File: config.mk
export PLATFORM = sky130hd
export DESIGN_NAME = link_top
export DESIGN_NICKNAME = d
export VERILOG_FILES = /design/src/design/game_pkg.sv /design/src/design/network_pkg.sv /design/src/design/session_fsm.sv /design/src/design/packet_arbiter.sv /design/src/design/lane_serializer.sv /design/src/design/lane_deserializer.sv /design/src/design/link_top.sv
export SDC_FILE = /design/constraint.sdc
export NUM_CORES = 1
export LEC_CHECK = 0
export ABC_CLOCK_PERIOD_IN_PS = 4880
export BUFFER_PORTS_ARGS = -buffer_cell sky130_fd_sc_hd__buf_4
export CAP_MARGIN = 20
export CORE_ASPECT_RATIO = 0.6
export CORE_MARGIN = 3
export CORE_UTILIZATION = 62
export DETAILED_ROUTE_END_ITERATION = 8
export HOLD_SLACK_MARGIN = 0.05
export PLACE_DENSITY = 0.83
export SETUP_SLACK_MARGIN = 0.1
export SLEW_MARGIN = 5
export SYNTH_ARGS = -nofsm -noshare
export SYNTH_HDL_FRONTEND = slang
export SYNTH_HIERARCHICAL = 1
export SYNTH_SLANG_ARGS = --single-unit
File: constraint.sdc
create_clock -name clk -period 4.88 [get_ports clk]
set_input_delay 0 -clock clk [delete_from_list [all_inputs] [get_ports clk]]
set_output_delay 0 -clock clk [all_outputs]
set_load 0.01 [all_outputs]
File: src/design/game_pkg.sv
// Game-side piece kinds and field widths carried over the link
package game_pkg;

    // Garbage line count width
    localparam int GBG_BITS = 4;

    // Piece kinds
    typedef enum logic [3:0] {
        TILE_NONE    = 4'd0,  // No piece
        TILE_I       = 4'd1,
        TILE_O       = 4'd2,
        TILE_T       = 4'd3,
        TILE_S       = 4'd4,
        TILE_Z       = 4'd5,
        TILE_J       = 4'd6,
        TILE_L       = 4'd7,
        TILE_GARBAGE = 4'd8
    } tile_type_t;

endpackage : game_pkg

File: src/design/network_pkg.sv
// Link framing sizes, frame kinds, session states and the shared payload word
package network_pkg;

    // ********************
    // Framing
    // ********************
    localparam int LANES        = 4;   // Data lanes beside the header lane
    localparam int FRAME_BEATS  = 5;   // Control beat then four nibbles
    localparam int PAYLOAD_BITS = 16;
    localparam int RETRY_CYCLES = 64;  // Cycles without ack before a resend

    // Session states
    localparam int                   SESS_BITS       = 2;
    localparam logic [SESS_BITS-1:0] SESS_IDLE       = 2'd0;
    localparam logic [SESS_BITS-1:0] SESS_READY_SENT = 2'd1;
    localparam logic [SESS_BITS-1:0] SESS_ACTIVE     = 2'd2;
    localparam logic [SESS_BITS-1:0] SESS_OVER       = 2'd3;

    typedef enum logic [1:0] {
        KIND_DATA = 2'd0,
        KIND_CTRL = 2'd1,
        KIND_ACK  = 2'd2
    } frame_kind_t;

    // ********************
    // Payload word
    // ********************
    typedef union packed {
        struct packed {
            logic [game_pkg::GBG_BITS-1:0] garbage;
            game_pkg::tile_type_t          hold;
            game_pkg::tile_type_t          next_piece;
            logic [3:0]                    lines_cleared;
        } upd;   // KIND_DATA
        struct packed {
            logic                    ready;
            logic                    lost;
            logic                    ack_seq;
            logic [PAYLOAD_BITS-4:0] spare;  // Always zero on the wire
        } ctrl;  // KIND_CTRL and KIND_ACK
    } link_payload_u;

endpackage : network_pkg

File: src/design/session_fsm.sv
// Player session FSM owning the sequence bit, the outstanding reliable frame and its retry timer
`timescale 1ns/100ps

module session_fsm (
    input  logic                          clk,
    input  logic                          arst_n,
    input  logic                          player_ready,
    input  logic                          top_out,
    input  logic                          update_data,
    input  logic [game_pkg::GBG_BITS-1:0] garbage,
    input  game_pkg::tile_type_t          hold,
    input  game_pkg::tile_type_t          next_piece,
    input  logic [3:0]                    lines_cleared,
    input  logic                          ack_received,
    input  logic                          ack_seq_in,
    input  logic                          peer_ctrl,
    input  logic                          peer_ready,
    input  logic                          peer_lost,
    output logic                          rel_req,
    output logic                          rel_send,
    output network_pkg::frame_kind_t      rel_kind,
    output logic                          rel_seq,
    output network_pkg::link_payload_u    rel_payload,
    output logic                          game_active,
    output logic                          game_lost,
    output logic                          opponent_ready,
    output logic                          opponent_lost
);
    import network_pkg::*;

    logic [SESS_BITS-1:0]            state;
    logic [$clog2(RETRY_CYCLES)-1:0] retry_cnt;
    logic                            ready_d;
    logic                            ready_acked;
    logic                            lost_pend;   // Lost frame waiting for a free slot
    logic                            ready_rise;
    logic                            lost_evt;
    logic                            ack_ok;
    logic                            post;
    frame_kind_t                     post_kind;
    link_payload_u                   post_pl;

    assign ready_rise  = player_ready && !ready_d;
    assign lost_evt    = lost_pend || (state == SESS_ACTIVE && top_out);
    assign ack_ok      = ack_received && rel_req && (ack_seq_in == rel_seq);
    assign game_active = (state == SESS_ACTIVE);

    // ********************
    // Frame to post
    // ********************
    always_comb begin
        post      = 1'b0;
        post_kind = KIND_CTRL;
        post_pl   = '0;
        if (!rel_req) begin
            if (lost_evt) begin
                post               = 1'b1;
                post_pl.ctrl.ready = 1'b1;
                post_pl.ctrl.lost  = 1'b1;
            end else if (state == SESS_IDLE && ready_rise) begin
                post               = 1'b1;
                post_pl.ctrl.ready = 1'b1;
            end else if (state == SESS_ACTIVE && update_data) begin
                post                      = 1'b1;
                post_kind                 = KIND_DATA;
                post_pl.upd.garbage       = garbage;
                post_pl.upd.hold          = hold;
                post_pl.upd.next_piece    = next_piece;
                post_pl.upd.lines_cleared = lines_cleared;
            end
        end
    end

    always_ff @(posedge clk) begin
        if (post) begin
            rel_kind    <= post_kind;
            rel_payload <= post_pl;
        end
    end

    // ********************
    // Session and retry
    // ********************
    always_ff @(posedge clk or negedge arst_n) begin
        if (!arst_n) begin
            state          <= SESS_IDLE;
            retry_cnt      <= '0;
            ready_d        <= 1'b0;
            ready_acked    <= 1'b0;
            lost_pend      <= 1'b0;
            rel_req        <= 1'b0;
            rel_send       <= 1'b0;
            rel_seq        <= 1'b0;
            game_lost      <= 1'b0;
            opponent_ready <= 1'b0;
            opponent_lost  <= 1'b0;
        end else begin
            ready_d   <= player_ready;
            rel_send  <= 1'b0;
            lost_pend <= lost_evt && rel_req;

            if (post) begin
                rel_req   <= 1'b1;
                rel_send  <= 1'b1;
                retry_cnt <= '0;
            end else if (ack_ok) begin
                rel_req <= 1'b0;
                rel_seq <= !rel_seq;  // Next frame gets the other bit
            end else if (rel_req) begin
                if (retry_cnt == RETRY_CYCLES-1) begin
                    rel_send  <= 1'b1;
                    retry_cnt <= '0;
                end else begin
                    retry_cnt <= retry_cnt + 1'b1;
                end
            end

            if (peer_ctrl && peer_ready)
                opponent_ready <= 1'b1;
            if (peer_ctrl && peer_lost)
                opponent_lost <= 1'b1;
            if (ack_ok && state == SESS_READY_SENT)
                ready_acked <= 1'b1;

            case (state)
                SESS_IDLE: begin
                    if (ready_rise)
                        state <= SESS_READY_SENT;
                end
                SESS_READY_SENT: begin
                    if (opponent_lost)
                        state <= SESS_OVER;
                    else if (ready_acked && opponent_ready)
                        state <= SESS_ACTIVE;
                end
                SESS_ACTIVE: begin
                    if (top_out) begin
                        state     <= SESS_OVER;
                        game_lost <= 1'b1;
                    end else if (opponent_lost) begin
                        state <= SESS_OVER;
                    end
                end
                default: state <= SESS_OVER;  // Held until reset
            endcase
        end
    end

endmodule : session_fsm

File: src/design/packet_arbiter.sv
// Fixed-priority sharing of the serializer between acknowledgements and reliable frames
`timescale 1ns/100ps

module packet_arbiter (
    input  logic                       ack_req,
    input  logic                       ack_seq,
    input  logic                       rel_req,
    input  logic                       rel_send,
    input  network_pkg::frame_kind_t   rel_kind,
    input  logic                       rel_seq,
    input  network_pkg::link_payload_u rel_payload,
    input  logic                       busy,
    output logic                       ack_grant,
    output logic                       load,
    output network_pkg::frame_kind_t   load_kind,
    output logic                       load_seq,
    output network_pkg::link_payload_u load_payload
);
    import network_pkg::*;

    // Acknowledgement always wins
    assign ack_grant = ack_req && !busy;
    assign load      = ack_grant || (rel_req && rel_send && !busy && !ack_req);

    always_comb begin
        load_kind    = rel_kind;
        load_seq     = rel_seq;
        load_payload = rel_payload;
        if (ack_req) begin
            load_kind                 = KIND_ACK;
            load_seq                  = ack_seq;
            load_payload              = '0;
            load_payload.ctrl.ack_seq = ack_seq;
        end
    end

endmodule : packet_arbiter

File: src/design/lane_serializer.sv
// Frame transmitter driving the header lane and the four data lanes
`timescale 1ns/100ps

module lane_serializer (
    input  logic                          clk,
    input  logic                          arst_n,
    input  logic                          load,
    input  network_pkg::frame_kind_t      load_kind,
    input  logic                          load_seq,
    input  network_pkg::link_payload_u    load_payload,
    output logic                          busy,
    output logic                          serial_out_h,
    output logic [network_pkg::LANES-1:0] serial_out
);
    import network_pkg::*;

    logic [$clog2(FRAME_BEATS+2)-1:0] beat;
    logic [PAYLOAD_BITS-1:0]          shift;

    // Payload nibbles leave MSB first
    always_ff @(posedge clk) begin
        if (load && !busy)
            shift <= load_payload;
        else if (busy)
            shift <= shift << LANES;
    end

    always_ff @(posedge clk or negedge arst_n) begin
        if (!arst_n) begin
            busy         <= 1'b0;
            beat         <= '0;
            serial_out_h <= 1'b0;
            serial_out   <= '0;
        end else if (!busy) begin
            if (load) begin
                busy         <= 1'b1;
                beat         <= 1'b1;
                serial_out_h <= 1'b1;
                serial_out   <= {1'b0, load_seq, load_kind};  // Control beat
            end
        end else if (beat < FRAME_BEATS) begin
            serial_out <= shift[PAYLOAD_BITS-1 -: LANES];
            beat       <= beat + 1'b1;
        end else if (beat == FRAME_BEATS) begin
            serial_out_h <= 1'b0;  // Guard idle cycle
            serial_out   <= '0;
            beat         <= beat + 1'b1;
        end else begin
            busy <= 1'b0;
            beat <= '0;
        end
    end

endmodule : lane_serializer

File: src/design/lane_deserializer.sv
// Frame receiver that rebuilds peer frames, drops duplicates and raises acknowledgement requests
`timescale 1ns/100ps

module lane_deserializer (
    input  logic                          clk,
    input  logic                          arst_n,
    input  logic                          serial_in_h,
    input  logic [network_pkg::LANES-1:0] serial_in,
    input  logic                          ack_grant,
    output logic                          ack_req,
    output logic                          ack_seq,
    output logic                          ack_received,
    output logic                          ack_seq_in,
    output logic                          peer_ctrl,
    output logic                          peer_ready,
    output logic                          peer_lost,
    output logic                          peer_update,
    output logic [game_pkg::GBG_BITS-1:0] opponent_garbage,
    output game_pkg::tile_type_t          opponent_hold
);
    import game_pkg::*;
    import network_pkg::*;

    logic [$clog2(FRAME_BEATS)-1:0] beat;
    frame_kind_t                    rx_kind;
    logic                           rx_seq;
    logic [PAYLOAD_BITS-1:0]        rx_word;
    link_payload_u                  rx_view;
    logic                           expect_seq;
    logic                           last_beat;

    assign rx_view   = rx_word;
    assign last_beat = serial_in_h && (beat == FRAME_BEATS-1);

    // Valid alongside the pulses
    assign ack_seq_in = rx_view.ctrl.ack_seq;
    assign peer_ready = rx_view.ctrl.ready;
    assign peer_lost  = rx_view.ctrl.lost;

    always_ff @(posedge clk) begin
        if (serial_in_h && beat == '0) begin
            rx_kind <= frame_kind_t'(serial_in[1:0]);
            rx_seq  <= serial_in[2];
        end else if (serial_in_h) begin
            rx_word <= {rx_word[PAYLOAD_BITS-LANES-1:0], serial_in};
        end
    end

    always_ff @(posedge clk or negedge arst_n) begin
        if (!arst_n) begin
            beat             <= '0;
            expect_seq       <= 1'b0;
            ack_req          <= 1'b0;
            ack_seq          <= 1'b0;
            ack_received     <= 1'b0;
            peer_ctrl        <= 1'b0;
            peer_update      <= 1'b0;
            opponent_garbage <= '0;
            opponent_hold    <= TILE_NONE;
        end else begin
            ack_received <= 1'b0;
            peer_ctrl    <= 1'b0;
            peer_update  <= 1'b0;

            if (!serial_in_h || last_beat)
                beat <= '0;
            else
                beat <= beat + 1'b1;

            if (peer_update) begin
                opponent_garbage <= rx_view.upd.garbage;
                opponent_hold    <= rx_view.upd.hold;
            end

            if (ack_grant)
                ack_req <= 1'b0;

            if (last_beat && rx_kind == KIND_ACK) begin
                ack_received <= 1'b1;
            end else if (last_beat && (rx_kind == KIND_DATA || rx_kind == KIND_CTRL)) begin
                ack_req <= 1'b1;  // Duplicates are acked too
                ack_seq <= rx_seq;
                if (rx_seq == expect_seq) begin
                    expect_seq  <= !expect_seq;
                    peer_ctrl   <= (rx_kind == KIND_CTRL);
                    peer_update <= (rx_kind == KIND_DATA);
                end
            end
        end
    end

endmodule : lane_deserializer

File: src/design/link_top.sv
// Board link top level joining session control, arbitration and the serial lanes
`timescale 1ns/100ps

module link_top (
    input  logic                             clk,
    input  logic                             arst_n,
    input  logic                             player_ready,
    input  logic                             top_out,
    input  logic                             update_data,
    input  logic [game_pkg::GBG_BITS-1:0]    garbage,
    input  game_pkg::tile_type_t             hold,
    input  game_pkg::tile_type_t             next_piece,
    input  logic [3:0]                       lines_cleared,
    input  logic                             serial_in_h,
    input  logic [network_pkg::LANES-1:0]    serial_in,
    output logic                             serial_out_h,
    output logic [network_pkg::LANES-1:0]    serial_out,
    output logic                             game_active,
    output logic                             game_lost,
    output logic                             opponent_ready,
    output logic                             opponent_lost,
    output logic [game_pkg::GBG_BITS-1:0]    opponent_garbage,
    output game_pkg::tile_type_t             opponent_hold
);
    import network_pkg::*;

    // Reliable frame source
    logic          rel_req, rel_send, rel_seq;
    frame_kind_t   rel_kind;
    link_payload_u rel_payload;

    // Acknowledgement source and receive pulses
    logic ack_req, ack_seq, ack_grant;
    logic ack_received, ack_seq_in;
    logic peer_ctrl, peer_ready, peer_lost;

    // Serializer side
    logic          load, load_seq, busy;
    frame_kind_t   load_kind;
    link_payload_u load_payload;

    session_fsm session_inst (.*);

    packet_arbiter arbiter_inst (.*);

    lane_serializer tx_inst (.*);

    // Update pulse not needed at this level
    lane_deserializer rx_inst (
        .peer_update(),
        .*
    );

endmodule : link_top

==> metrics.txt, run 1 <==
outcome finished clean; vias post-DR 2587; crit-path leading delay family compound AO/OA/AOI/OAI gates; drt total wl 7930 um; #FFs+latches synth 95; first-pass GRT wire length 12600 um; Clk Tree Root Cell clkbuf_8; Area growth, synth to finish 18.1%; minimum clock period 2.45 ns; critical path capture point type register; synth unique cells 53; Clock Sinks 95; Buf/Inv on CP 0; Critical R2R Launch session_inst/state[1]$_DFFE_PN0P_; fin crit share 0.502; Slowest-stage cell, CP a21oi_1; clock buffer depth 2; fin util 0.770; Cells on Worst Hold Path 4; Final Slew Violations 0; largest net degree at the start of global routing 44; Initial Util 0.652; worst stage delay on the critical path 0.78 ns; DRC viols 0; most common cell after layout, fill and taps aside edfxtp_1; worst r2r path cells 4; post-DP HPWL 5240 um; Max VDD drop 0.300 mV; flop-to-flop setup slack 2.43 ns; CP Launch Type register; EDFF count, synth 52; Mapped Area 4060 sq um; number of buffers added on ports 42; ANT nets after route 0; Async SR Flop Fraction 0.453; CP Data Required Time 5.13 ns; vias in the first global route 2436; Row Count 22; H-tree levels 3; post_cts resized 0; number of diodes 0; fmax 0.409 GHz; syn nets 356; syn avg cell area 12.5 sq um; DR iter-0 viols 164; Mapped Cells 325; CTS buffer count 9; Fin Clk Skew 0.00597 ns; Yosys warning total 6; post-synthesis sequential area ratio 0.650; per-cell routed wire length 16.6 um; initial antenna violation count 0; gpl congestion 0.818; CP Max Fanout 20; worst slew pin tran 0.977 ns; Fillers 410; Max Cap Viol 0; GRT Overall Usage 0.224; sequential cell area 2640 sq um; Hold Path Sink session_inst/rel_payload[14]$_SDFFCE_PP0P_; vias per cell 5.42; unrepaired setup endpoints after global routing no; Worst EP arrival 2.70 ns; critical path class reg -> reg; Cell Chain, Critical Path a21oi_1, a221oi_1, or2_2, a41o_1; setup TNS 0 ns; io pins 43; fin nets 419; Skew-Pair Late Insertion Delay 0.35 ns; Die ar. 7590 sq um; height of the die 68.7 um; most frequent cells in the layout edfxtp_1, nand2_1, buf_4, dfrtp_1, dlygate4sd3_1; Die X 110 um; final hold vios 0; core outline area 6220 sq um; Hold Path Class in -> reg; final setup fails 0; hold_sp garbage[2]; CTS tree built; Worst slew margin 0.349; most used flip-flop cell after synthesis edfxtp_1; Pre-antenna DRT Iters 6; multi-input logic area 1250 sq um; Congestion Overflow GR 0; Leak 0.00216 uW; share of layout cells above drive strength 1 0.186; clk slew on worst S/H paths 0.08 ns; Pwr Density 448 nW/um^2; Reg-to-Reg End session_inst/rel_send$_DFF_PN0_
==> cells by family (layout without fill, tap and decap cells) <==
kind of cell	after synthesis	in the layout	share of synthesized area
AND/OR/NAND/NOR	133	133	0.173
flip-flops	95	95	0.650
AO/OA/AOI/OAI	40	40	0.0706
buffers and inverters	32	100	0.0413
multiplexers	14	14	0.0382
adder cells (fa/ha/maj)	5	5	0.0154
XOR/XNOR	5	5	0.0108
other	1	1	0.000924
==> registers in the layout, summed over array words and instances (netlist names), 2 cells and up <==
name,cells
session_inst/rel_payload,16
tx_inst/shift,16
rx_inst/opponent_hold,4
rx_inst/beat,3
rx_inst/rx_view,16
session_inst/state,2
rx_inst/rx_kind,2
rx_inst/opponent_garbage,4
tx_inst/serial_out,4
session_inst/retry_cnt,6
tx_inst/beat,3
==> how the worst max path moves through the flow <==
stage | from | endpoint | cells after the start
after floorplan | rx_inst/beat[0]$_DFF_PN0_ | rx_inst/rx_view[0]$_DFFE_PP_ | 3
after global placement | rx_inst/ack_req$_DFF_PN0_ | tx_inst/shift[9]$_DFFE_PP_ | 4
after detailed placement | session_inst/state[1]$_DFFE_PN0P_ | session_inst/rel_send$_DFF_PN0_ | 4
after CTS | session_inst/state[1]$_DFFE_PN0P_ | session_inst/rel_send$_DFF_PN0_ | 4
after global routing | rx_inst/ack_req$_DFF_PN0_ | tx_inst/shift[7]$_DFFE_PP_ | 4
final | session_inst/state[1]$_DFFE_PN0P_ | session_inst/rel_send$_DFF_PN0_ | 4
==> worst min-delay path, stage by stage <==
cell	delay, ns
buf_4	0.09
a21o_1	0.10
a21oi_1	0.06
nor2_1	0.09
==> repair_timing <==
| item | CTS | global route |
|---|---|---|
| hold buffers | 23 | 0 |
| setup endpoints to repair | 0 | 0 |
| setup buffers | 0 | 0 |
| endpoints found under the hold margin | 72 | 0 |
==> cell type report <==
| cell class | instances | share of cell area |
|---|---|---|
| clock buffer | 13 | 0.0332 |
| clock inverter | 3 | 0.00339 |
| inverter | 18 | 0.0141 |
| multi-input combinational | 198 | 0.262 |
| sequential | 95 | 0.550 |
| tap | 84 | 0.0219 |
| timing repair buffer | 66 | 0.115 |
==> through the flow <==
step                hold WS (ns)  std cells  setup WS, ns  cell area, sq um  power (uW)
floorplan                 -0.296        325          3.01              4060        1540
global placement          0.0187        438          2.65              4390        1640
detailed placement        0.0241        438          2.49              4390        1680
CTS                       0.0602        477          2.47              4790        2150
global route              0.0829        477          2.23              4790        2280
finish                     0.100        477          2.43              4790        2140
==> Yosys cell counts, types with 3 or more instances <==
| library cell | count | area [sq um] |
|---|---|---|
| a21o_1 | 5 | 37.5 |
| nand2b_1 | 4 | 25.0 |
| nor2b_1 | 18 | 113 |
| and2_1 | 6 | 37.5 |
| inv_1 | 18 | 67.6 |
| buf_2 | 5 | 25.0 |
| edfxtp_1 | 52 | 1560 |
| xnor2_1 | 4 | 35.0 |
| a21oi_1 | 10 | 50.1 |
| a311o_1 | 3 | 30.0 |
| mux2i_1 | 5 | 50.1 |
| and3_1 | 18 | 113 |
| o21ai_0 | 6 | 30.0 |
| nand3b_1 | 3 | 22.5 |
| nand2_1 | 50 | 188 |
| ha_1 | 5 | 62.6 |
| mux2_2 | 8 | 90.1 |
| buf_6 | 4 | 45.0 |
| dfrtp_1 | 43 | 1080 |
| buf_4 | 3 | 22.5 |
| nor2_1 | 15 | 56.3 |
==> power breakdown <==
group	internal [uW]	leakage [uW]	switching (uW)	total [uW]
combinational	228	0.00102	261	489
clock	212	0.0000937	247	459
sequential	1040	0.00105	155	1200
total	1480	0.00216	663	2140
==> routing by layer <==
metal	GRT usage	vias up	part of all wire
li1	-	1257	-
met1	0.314	1238	0.47
met2	0.351	86	0.46
met3	0.0610	6	0.062
met4	0.0707	0	0.0098
met5	0	-	0
Note: power is estimated with default switching activity, not from simulation.
==> run 2, diff against run 1 <==
- ABC_CLOCK_PERIOD_IN_PS: 4880 -> 2260
- CORE_UTILIZATION: 62 -> 58
- PLACE_DENSITY: 0.83 -> 0.79
- clock period: 4.88 -> 2.26 ns (I/O delays scaled with it)
==> metrics.txt, run 2 (same netlist as run 1, synthesis figures left out) <==
Hold Path Class in -> reg; crit-path leading delay family simple AND/OR/NAND/NOR gates; fmax 0.482 GHz (+18%); CTS buffer count 9 (unchanged); DR iter-0 viols 244 (+49%); Row Count 22 (unchanged); Congestion Overflow GR 0 (unchanged); Skew-Pair Late Insertion Delay 0.34 ns (about the same); number of diodes 0 (unchanged); most frequent cells in the layout edfxtp_1, nand2_1, buf_4; Leak 0.00228 uW (+5.4%); Cell Area, Placed 4420 sq um (+0.86%); Slowest-stage cell, CP a221oi_1; Die X 114 um (+3.2%); setup TNS 0 ns (unchanged); Finished Cell Area 5040 sq um (+5.2%); outcome finished clean; minimum clock period 2.08 ns (-0.371 ns); drt total wl 7820 um (-1.3%); post-route insts no fill 482 (+1.0%); first-pass GRT wire length 12900 um (+2.4%); CP Launch Type register; fin nets 424 (+1.2%); Fillers 385 (-6.1%); io pins 43 (unchanged); Pwr Density 1110 nW/um^2 (+150%); DRC viols 0 (unchanged); vias per cell 5.47 (+0.84%); clk slew on worst S/H paths 0.07 ns (about the same); Max Cap Viol 0 (unchanged); H-tree levels 3 (unchanged); Worst slew margin 0.536 (+0.187); Worst EP arrival 2.09 ns (-0.61 ns); Initial Util 0.630 (-0.0223); most common cell after layout, fill and taps aside edfxtp_1; worst stage delay on the critical path 0.49 ns (-0.29 ns); per-cell routed wire length 16.2 um (-2.3%); number of buffers added on ports 42 (unchanged); Cells after DPL 443 (+1.1%); fin crit share 0.919 (+0.417); largest net degree at the start of global routing 44 (unchanged); Cell Chain, Critical Path or3b_1, a221oi_1, or2_4; worst slew pin tran 0.690 ns (-0.287 ns); fin util 0.783 (+0.0123); CP Max Fanout 20 (unchanged); final setup fails 0 (unchanged); Pre-antenna DRT Iters 4 (-2); GRT Overall Usage 0.210 (-0.0146); Area growth, synth to finish 24.2%; CP Data Required Time 2.27 ns (-2.86 ns); clock buffer depth 2 (unchanged); Buf/Inv on CP 0 (unchanged); multi-input logic area 1260 sq um (+0.20%); Max VDD drop 0.736 mV (+150%); CTS tree built; Fin Clk Skew 0.00827 ns (+0.00230 ns); critical path capture point type register; post-DP HPWL 5160 um (-1.6%); final hold vios 0 (unchanged); Clock Sinks 95 (unchanged); unrepaired setup endpoints after global routing no; Die ar. 8070 sq um (+6.4%); vias post-DR 2636 (+1.9%); critical path class reg -> reg; ANT nets after route 0 (unchanged); gpl congestion 0.810 (-1.0%); core outline area 6440 sq um (+3.5%); height of the die 70.8 um (+3.1%); initial antenna violation count 0 (unchanged); Clk Tree Root Cell clkbuf_16; vias in the first global route 2581 (+6.0%); share of layout cells above drive strength 1 0.198 (+0.0127); Final Slew Violations 0 (unchanged); sequential cell area 2640 sq um (unchanged)
==> run 2: cell types whose count changed in the layout (fill, tap and decap cells not counted) <==
cell | previous run | this run
clkbuf_8 | 11 | 0
buf_4 | 43 | 48
clkinv_2 | 2 | 1
clkbuf_16 | 0 | 9
or2_2 | 1 | 0
bufinv_16 | 0 | 5
clkinv_1 | 0 | 1
or2_4 | 0 | 1
clkbuf_1 | 2 | 0
inv_4 | 1 | 0
==> run 2: through the flow <==
stage	total power [uW]	hold WS, ns	setup slack [ns]
2_1_floorplan	3320	-0.296	0.394
3_3_place_gp	3600	0.0246	0.263
3_5_place_dp	3670	0.0266	0.121
4_1_cts	5620	0.0657	0.200
5_1_grt	5900	0.103	0.105
6_report	5600	0.0836	0.183
==> run 2: layout make-up <==
cell class	count	share of cell area
Sequential cell	95	0.523
Multi-Input combinational cell	198	0.249
Timing Repair Buffer	71	0.117
Clock buffer	9	0.0447
Clock inverter	7	0.0315
Tap cell	84	0.0208
Inverter	18	0.0134
==> run 2: repair_timing <==
item                                   CTS  global route
resized for setup                        1             0
endpoints found under the hold margin   72             0
setup buffers                            0             0
hold buffers                            23             0
setup endpoints to repair               17             0
==> run 2: worst paths after layout <==
path | slack, ns | to | cells past startpoint | from
min reg2reg | 0.42 | rx_inst/rx_view[11]$_DFFE_PP_ | 0 | rx_inst/rx_view[7]$_DFFE_PP_
max in group asynchronous | 1.69 | rx_inst/opponent_hold[3]$_DFFE_PN0P_ | 2 | arst_n
max reg2reg | 0.18 | session_inst/rel_payload[7]$_SDFFCE_PP0P_ | 3 | session_inst/state[1]$_DFFE_PN0P_
max | 0.18 | session_inst/rel_payload[7]$_SDFFCE_PP0P_ | 3 | session_inst/state[1]$_DFFE_PN0P_
min in group asynchronous | 0.19 | rx_inst/beat[2]$_DFF_PN0_ | 2 | arst_n
min | 0.08 | session_inst/rel_payload[14]$_SDFFCE_PP0P_ | 4 | garbage[2]
==> run 2: worst register-to-register path: cells and delay by family, from the launching register on <==
kind / cells / cell delay, ns
flip-flops: 1 / 0.44
AND/OR/NAND/NOR: 2 / 0.82
AO/OA/AOI/OAI: 1 / 0.49
==> run 2: routing by layer <==
metal / routed length (um) / part of all wire / global-route usage
met2: 3520 / 0.45 / 0.305
met3: 556 / 0.071 / 0.0761
met5: 0 / 0 / 0
met4: 87 / 0.011 / 0.0527
met1: 3660 / 0.47 / 0.303
==> run 2: power breakdown <==
| part | total, uW | leakage (uW) | switching (uW) | internal (uW) |
|---|---|---|---|---|
| registers | 2490 | 0.00105 | 240 | 2250 |
| clock network | 1910 | 0.000187 | 607 | 1300 |
| logic | 1200 | 0.00105 | 675 | 526 |
